===== src/fifo_pkg.sv =====
package fifo_pkg;

    // write side word and read side lane
    localparam int WORD_WIDTH     = 32;
    localparam int LANE_WIDTH     = 8;
    localparam int LANES_PER_WORD = WORD_WIDTH / LANE_WIDTH;
    localparam int LANE_IDX_WIDTH = $clog2(LANES_PER_WORD);

    // storage depth in words
    localparam int WORD_DEPTH = 16;
    localparam int ADDR_WIDTH = $clog2(WORD_DEPTH);
    // one extra bit tells full from empty
    localparam int PTR_WIDTH  = ADDR_WIDTH + 1;

    // lane fill count has to reach WORD_DEPTH * LANES_PER_WORD
    localparam int LANE_COUNT_WIDTH = $clog2(WORD_DEPTH * LANES_PER_WORD) + 1;

    typedef logic [WORD_WIDTH-1:0] word_t;
    typedef logic [LANE_WIDTH-1:0] lane_t;
    typedef logic [ADDR_WIDTH-1:0] ram_addr_t;

    typedef struct packed {
        logic  en;
        word_t data;
    } wr_req_t;

    typedef struct packed {
        logic      en;
        ram_addr_t addr;
        word_t     data;
    } ram_wr_t;

    typedef struct packed {
        logic      en;
        ram_addr_t addr;
    } ram_rd_t;

    typedef struct packed {
        logic                        full;
        logic                        empty;
        logic [PTR_WIDTH-1:0]        wr_data_count;
        logic [LANE_COUNT_WIDTH-1:0] rd_data_count;
    } fifo_level_t;

    typedef enum logic [1:0] {
        READER_IDLE  = 2'd0,
        READER_FETCH = 2'd1,
        READER_HOLD  = 2'd2
    } reader_state_t;

endpackage


===== src/word_ram.sv =====
module word_ram (
    input  logic              clock,
    input  fifo_pkg::ram_wr_t wr,
    input  fifo_pkg::ram_rd_t rd,
    output fifo_pkg::word_t   rd_data
);

    import fifo_pkg::*;

    // simple dual port array, maps onto block ram
    word_t mem [WORD_DEPTH];

    // write port
    always_ff @(posedge clock) begin
        if (wr.en) begin
            mem[wr.addr] <= wr.data;
        end
    end

    // registered read, one cycle latency
    // output keeps the last word while the port is idle
    always_ff @(posedge clock) begin
        if (rd.en) begin
            rd_data <= mem[rd.addr];
        end
    end

endmodule


===== src/fifo_pointers.sv =====
module fifo_pointers (
    input  logic                                  clock,
    input  logic                                  sys_rst,
    input  fifo_pkg::wr_req_t                     wr_req,
    input  logic                                  fetch,
    input  logic                                  pop,
    output fifo_pkg::ram_wr_t                     ram_wr,
    output fifo_pkg::ram_addr_t                   fetch_addr,
    output logic                                  fetch_ready,
    output logic [fifo_pkg::LANE_IDX_WIDTH-1:0]   rd_lane,
    output logic                                  head_last,
    output fifo_pkg::fifo_level_t                 level
);

    import fifo_pkg::*;

    // word pointers, msb is the wrap bit
    logic [PTR_WIDTH-1:0] wr_ptr;
    logic [PTR_WIDTH-1:0] fetch_ptr;
    logic [PTR_WIDTH-1:0] rel_ptr;

    // lane of the head word that is on the output
    logic [LANE_IDX_WIDTH-1:0] lane_idx;

    logic                        full;
    logic                        wr_accept;
    logic                        release_word;
    logic [PTR_WIDTH-1:0]        word_count;
    logic [LANE_COUNT_WIDTH-1:0] lane_count;

    // same slot, opposite lap
    assign full = (wr_ptr[PTR_WIDTH-1] != rel_ptr[PTR_WIDTH-1]) &&
                  (wr_ptr[ADDR_WIDTH-1:0] == rel_ptr[ADDR_WIDTH-1:0]);

    assign wr_accept = wr_req.en && !full;

    assign head_last    = (lane_idx == LANE_IDX_WIDTH'(LANES_PER_WORD - 1));
    assign release_word = pop && head_last;

    // write pointer
    always_ff @(posedge clock or negedge sys_rst) begin
        if (!sys_rst) begin
            wr_ptr <= '0;
        end else if (wr_accept) begin
            wr_ptr <= wr_ptr + 1'b1;
        end
    end

    // next word to prefetch into the reader
    always_ff @(posedge clock or negedge sys_rst) begin
        if (!sys_rst) begin
            fetch_ptr <= '0;
        end else if (fetch) begin
            fetch_ptr <= fetch_ptr + 1'b1;
        end
    end

    // head word stays occupied until its last lane leaves
    always_ff @(posedge clock or negedge sys_rst) begin
        if (!sys_rst) begin
            rel_ptr <= '0;
        end else if (release_word) begin
            rel_ptr <= rel_ptr + 1'b1;
        end
    end

    // lane index wraps back to 0 after the last lane
    always_ff @(posedge clock or negedge sys_rst) begin
        if (!sys_rst) begin
            lane_idx <= '0;
        end else if (pop) begin
            lane_idx <= lane_idx + 1'b1;
        end
    end

    // memory write port
    always_comb begin
        ram_wr.en   = wr_accept;
        ram_wr.addr = wr_ptr[ADDR_WIDTH-1:0];
        ram_wr.data = wr_req.data;
    end

    // words written but not yet handed to the reader
    assign fetch_ready = (fetch_ptr != wr_ptr);
    assign fetch_addr  = fetch_ptr[ADDR_WIDTH-1:0];
    assign rd_lane     = lane_idx;

    // occupancy
    assign word_count = wr_ptr - rel_ptr;
    // lanes already popped from the head word are gone
    assign lane_count = LANE_COUNT_WIDTH'(word_count) * LANE_COUNT_WIDTH'(LANES_PER_WORD)
                      - LANE_COUNT_WIDTH'(lane_idx);

    always_comb begin
        level.full          = full;
        level.empty         = (lane_count == '0);
        level.wr_data_count = word_count;
        level.rd_data_count = lane_count;
    end

endmodule


===== src/fwft_lane_reader.sv =====
module fwft_lane_reader (
    input  logic                                clock,
    input  logic                                sys_rst,
    input  logic                                rd_en,
    input  logic                                fetch_ready,
    input  fifo_pkg::ram_addr_t                 fetch_addr,
    input  logic [fifo_pkg::LANE_IDX_WIDTH-1:0] rd_lane,
    input  logic                                head_last,
    input  fifo_pkg::word_t                     ram_data,
    output fifo_pkg::ram_rd_t                   ram_rd,
    output logic                                fetch,
    output logic                                pop,
    output logic                                valid,
    output fifo_pkg::lane_t                     dout
);

    import fifo_pkg::*;

    reader_state_t state;
    reader_state_t state_next;

    // word currently being split into lanes
    word_t head_word;

    logic [LANE_IDX_WIDTH-1:0] lane_sel;

    // a head word is present only in hold
    assign valid = (state == READER_HOLD);
    assign pop   = rd_en && valid;

    always_comb begin
        state_next = state;
        fetch      = 1'b0;
        case (state)
            READER_IDLE: begin
                if (fetch_ready) begin
                    fetch      = 1'b1;
                    state_next = READER_FETCH;
                end
            end
            // ram output is valid in this cycle
            READER_FETCH: begin
                state_next = READER_HOLD;
            end
            READER_HOLD: begin
                if (pop && head_last) begin
                    // chain the next fetch so only one cycle is lost
                    if (fetch_ready) begin
                        fetch      = 1'b1;
                        state_next = READER_FETCH;
                    end else begin
                        state_next = READER_IDLE;
                    end
                end
            end
            default: begin
                state_next = READER_IDLE;
            end
        endcase
    end

    always_ff @(posedge clock or negedge sys_rst) begin
        if (!sys_rst) begin
            state <= READER_IDLE;
        end else begin
            state <= state_next;
        end
    end

    always_comb begin
        ram_rd.en   = fetch;
        ram_rd.addr = fetch_addr;
    end

    // capture the prefetched word
    always_ff @(posedge clock) begin
        if (state == READER_FETCH) begin
            head_word <= ram_data;
        end
    end

    // lane 0 is the most significant byte
    assign lane_sel = LANE_IDX_WIDTH'(LANES_PER_WORD - 1) - rd_lane;
    assign dout     = head_word[lane_sel * LANE_WIDTH +: LANE_WIDTH];

endmodule


===== src/width_fifo.sv =====
module width_fifo (
    input  logic                  clock,
    input  logic                  sys_rst,
    input  fifo_pkg::wr_req_t     wr_req,
    output logic                  wr_ready,
    input  logic                  rd_en,
    output logic                  valid,
    output fifo_pkg::lane_t       dout,
    output fifo_pkg::fifo_level_t level
);

    import fifo_pkg::*;

    ram_wr_t                   ram_wr;
    ram_rd_t                   ram_rd;
    word_t                     ram_data;
    ram_addr_t                 fetch_addr;
    logic                      fetch_ready;
    logic                      fetch;
    logic                      pop;
    logic [LANE_IDX_WIDTH-1:0] rd_lane;
    logic                      head_last;

    assign wr_ready = ~level.full;

    fifo_pointers u_pointers (
        .clock       (clock),
        .sys_rst     (sys_rst),
        .wr_req      (wr_req),
        .fetch       (fetch),
        .pop         (pop),
        .ram_wr      (ram_wr),
        .fetch_addr  (fetch_addr),
        .fetch_ready (fetch_ready),
        .rd_lane     (rd_lane),
        .head_last   (head_last),
        .level       (level)
    );

    word_ram u_ram (
        .clock   (clock),
        .wr      (ram_wr),
        .rd      (ram_rd),
        .rd_data (ram_data)
    );

    fwft_lane_reader u_reader (
        .clock       (clock),
        .sys_rst     (sys_rst),
        .rd_en       (rd_en),
        .fetch_ready (fetch_ready),
        .fetch_addr  (fetch_addr),
        .rd_lane     (rd_lane),
        .head_last   (head_last),
        .ram_data    (ram_data),
        .ram_rd      (ram_rd),
        .fetch       (fetch),
        .pop         (pop),
        .valid       (valid),
        .dout        (dout)
    );

endmodule


===== config.mk =====
export PLATFORM = sky130hd
export DESIGN_NAME = width_fifo
export DESIGN_NICKNAME = d
export VERILOG_FILES = /design/src/fifo_pkg.sv /design/src/word_ram.sv /design/src/fifo_pointers.sv /design/src/fwft_lane_reader.sv /design/src/width_fifo.sv
export SDC_FILE = /design/constraint.sdc
export NUM_CORES = 1
export LEC_CHECK = 0
export ABC_AREA = 0
export ABC_CLOCK_PERIOD_IN_PS = 4700
export BUFFER_PORTS_ARGS = -buffer_cell sky130_fd_sc_hd__buf_2
export CAP_MARGIN = 20
export CORE_AREA = 2 2 204 287
export CTS_BUF_LIST = sky130_fd_sc_hd__clkbuf_8
export DETAILED_ROUTE_END_ITERATION = 10
export DIE_AREA = 0 0 206 289
export GPL_ROUTABILITY_DRIVEN = 0
export GPL_TIMING_DRIVEN = 0
export PLACE_DENSITY = 0.65
export RECOVER_POWER = 50
export SLEW_MARGIN = 0
export SYNTH_ARGS = -nofsm -noshare
export SYNTH_HDL_FRONTEND = slang
export SYNTH_SLANG_ARGS = --single-unit

===== constraint.sdc =====
create_clock -name clock -period 4.7 [get_ports clock]
set_input_delay 0 -clock clock [delete_from_list [all_inputs] [get_ports clock]]
set_output_delay 0 -clock clock [all_outputs]
set_load 0.02 [all_outputs]

==> summary.md <==
| Metric | Value |
|---|---|
| Max Freq | 0.299 GHz |
| CTS Buf Count | 83 |
| CTS root buf | clkbuf_8 |
| Clock latency on the worst-skew pair | 0.64 ns |
| Async set-or-reset flop fraction in the synthesized netlist | 3.19% |
| Sequential share of the synthesized area | 78.7% |
| Initial antenna violation count | 2 |
| Resized Gates After CTS | 0 |
| Reg2Reg Setup Slack | 1.36 ns |
| Reg clk slew, reported paths | 0.06 ns |
| Tightest Hold Check Type | primary input to register |
| Worst Reg-to-Reg Cells | 8 |
| CP Capture Type | register |
| CP startpoint kind | register |
| Grt total ovfl | 0 |
| Final Hold Fails | 0 |
| Final ANT Viol Nets | 0 |
| Worst EP arrival | 3.65 ns |
| Sinks on Clock Net | 595 |
| Fin. max-slew vios | 34 |
| DR pass1 iterations | 5 |
| Drt initial violations | 943 |
| Share of cells above drive strength 1 | 26.3% |
| Clk buf depth | 3 |
| Core ar. | 57000 sq um |
| Post-Syn Nets | 1054 |
| Critical Path RT | 5.01 ns |
| Final setup fails | 0 |
| H-tree depth | 3 |
| GRT Total Usage | 16.8% |
| Clock skew | 0.0320 ns |
| Leak | 8.50 nW |
| Average wire per standard cell | 24.3 microns |
| Failing checks | max-capacitance violations, max-slew violations |
| EDFF count, synth | 576 |
| Most common library cell in the layout ignoring fill and taps | edfxtp_1 |
| Avg Synthesized Cell Area | 22.5 sq um |
| Status | finished, violations left |
| Synth area leaders | edfxtp_1 (77%), mux4_2 (14%), a22oi_1 (2.1%) |
| Global-route wire length before repair | 71800 microns |
| Post-Route WL | 49000 microns |
| DR vias/cell | 5.35 |
| Power Density | 614 nW/um^2 |
| Boundary Pins | 60 |
| Count of input and output buffers | 59 |
| Synthesized netlist cell count | 1005 |
| Worst reg2reg startpoint | u_pointers.wr_ptr[0] |
| WHS Endpoint | u_pointers.rd_lane[0] |
| Max_slew headroom | -97.9% |
| Starting Density | 39.6% |
| Area Growth Syn to Fin | 16.1% |
| Max VDD drop | 0.000437 V |
| # DRC | 0 |
| Die W | 206 microns |
| Largest net degree at the start of global routing | 34 |
| Yosys cell types | 34 |
| Hold-critical path depth | 4 |
| Most frequent cells in the layout | edfxtp_1 (576), mux4_2 (136), clkbuf_8 (87) |
| Crit Path Max Fanout | 9 |
| Minimum clock period | 3.34 ns |
| Die ar. | 59500 sq um |
| Cell row count | 104 |
| Post-synthesis cell area | 22600 sq um |
| Die Ht | 289 microns |
| CTS tree | done |
| CP Class | register to register |
| Non-filler instance count after layout | 2020 |
| Seq cells post-synth | 595 |
| Final period util | 71.0% |
| Worst-margin pin slew | 2.96 ns |
| RSZ-0062 raised after global routing | no |
| Cell taking the most area after synthesis | edfxtp_1 |
| Area share of the largest cell type after synthesis | 76.6% |
| # placed instances | 1835 |
| Min-delay src | rd_en |
| Final Power | 0.0161 W |
| Vias | 10797 |
| Nets | 1263 |
| YS warnings | 0 |
| MaxCap Viol Count | 1 |
| Ys flop type | edfxtp_1 |
| RR Endpoint | u_ram.mem[1][17] |
| Vias in the first global route | 11127 |
| Detailed Place HPWL | 32300 microns |
[per-layer routing]
layer  vias up  part of all wire [%]  global-route usage (%)  routed length [microns]
met2       365                    53                    29.5                    26000
li1       4622                     -                       -                        -
met3        85                   5.3                    2.94                     2610
met1      5723                    38                    20.4                    18700
met5         -                 0.027                       0                       13
met4         2                   3.4                    7.34                     1670
[logic make-up after synthesis]
group / Yosys count / share of synthesized area (%)
mux: 139 / 13.7
fa+ha+maj: 13 / 0.754
simple gates: 89 / 1.79
xor+xnor: 27 / 1.05
buf+inv: 64 / 1.44
compound gates: 78 / 2.53
flops: 595 / 78.7
[report_power, final]
group / leakage [nW] / switching [W] / total (W) / internal (W)
Sequential: 5.47 / 0.000261 / 0.00710 / 0.00683
Clock: 0.866 / 0.00183 / 0.00371 / 0.00188
Combinational: 2.17 / 0.00316 / 0.00529 / 0.00214
Total: 8.50 / 0.00525 / 0.0161 / 0.0108
[sequential cells by signal, indices dropped and copies added (netlist names)]
signal / flops
u_pointers.fetch_ptr: 5
u_reader.head_word: 32
u_reader.state: 2
u_ram.mem: 512
u_pointers.rel_ptr: 5
u_pointers.wr_ptr: 5
u_pointers.rd_lane: 2
u_ram.rd_data: 32
[cells in the mapped netlist (all sizes together), types with 4 or more instances]
library cell	n
inv	11
buf	29
nor2b	4
clkbuf	24
nand3	6
dfrtp	19
a21oi	4
a22oi	64
ha	12
nand2	40
xnor2	13
xor2	14
mux4	136
nor3	6
nor2	19
edfxtp	576
[worst max-delay path by stage]
stage                    startpoint                to  cells past startpoint
2_1_floorplan  u_pointers.wr_ptr[0]   u_ram.mem[0][0]                      6
3_3_place_gp   u_pointers.wr_ptr[0]  u_ram.mem[2][16]                      6
3_5_place_dp   u_pointers.wr_ptr[0]  u_ram.mem[1][14]                      8
4_1_cts        u_pointers.wr_ptr[0]  u_ram.mem[1][17]                      8
5_1_grt        u_pointers.wr_ptr[0]  u_ram.mem[1][17]                      8
6_report       u_pointers.wr_ptr[0]  u_ram.mem[1][17]                      8
[critical path, cell delays in order (launching register included)]
cell and delay [ns]:
dfrtp_1 0.49, inv_1 0.13, ha_1 0.40, and2_1 0.19
nand4_1 0.25, nand3_1 0.34, nor3_2 0.74, buf_6 0.25
buf_4 0.23
[repair_timing]
action                     CTS  global route
setup endpoints to repair    0             0
setup buffers                0             0
hold buffers                36             0
hold endpoints to repair   542             0
[layout make-up]
class | instances | area, sq um
fill | 4775 | 30800
sequential | 595 | 17800
multi-input combinational | 346 | 4590
clock buffer | 87 | 1200
timing repair buffer | 124 | 1070
tap | 742 | 928
clock inverter | 61 | 329
buffer | 53 | 282
inverter | 11 | 41.3
antenna | 1 | 2.50
[through the flow]
step	utilization (%)	area [sq um]	hold slack [ns]	TNS (ns)	setup WS, ns
after global placement	41.8	23800	-0.0328	-447.98	-2.49
after detailed placement	42.8	24400	-0.0258	0	1.38
after global routing	46.0	26200	0.265	0	1.24
after CTS	46.1	26300	0.199	0	1.34
final	46.0	26200	0.233	0	1.36
after floorplan	-	22600	-0.296	0	0.490
Power figures use the tool's default switching activity.
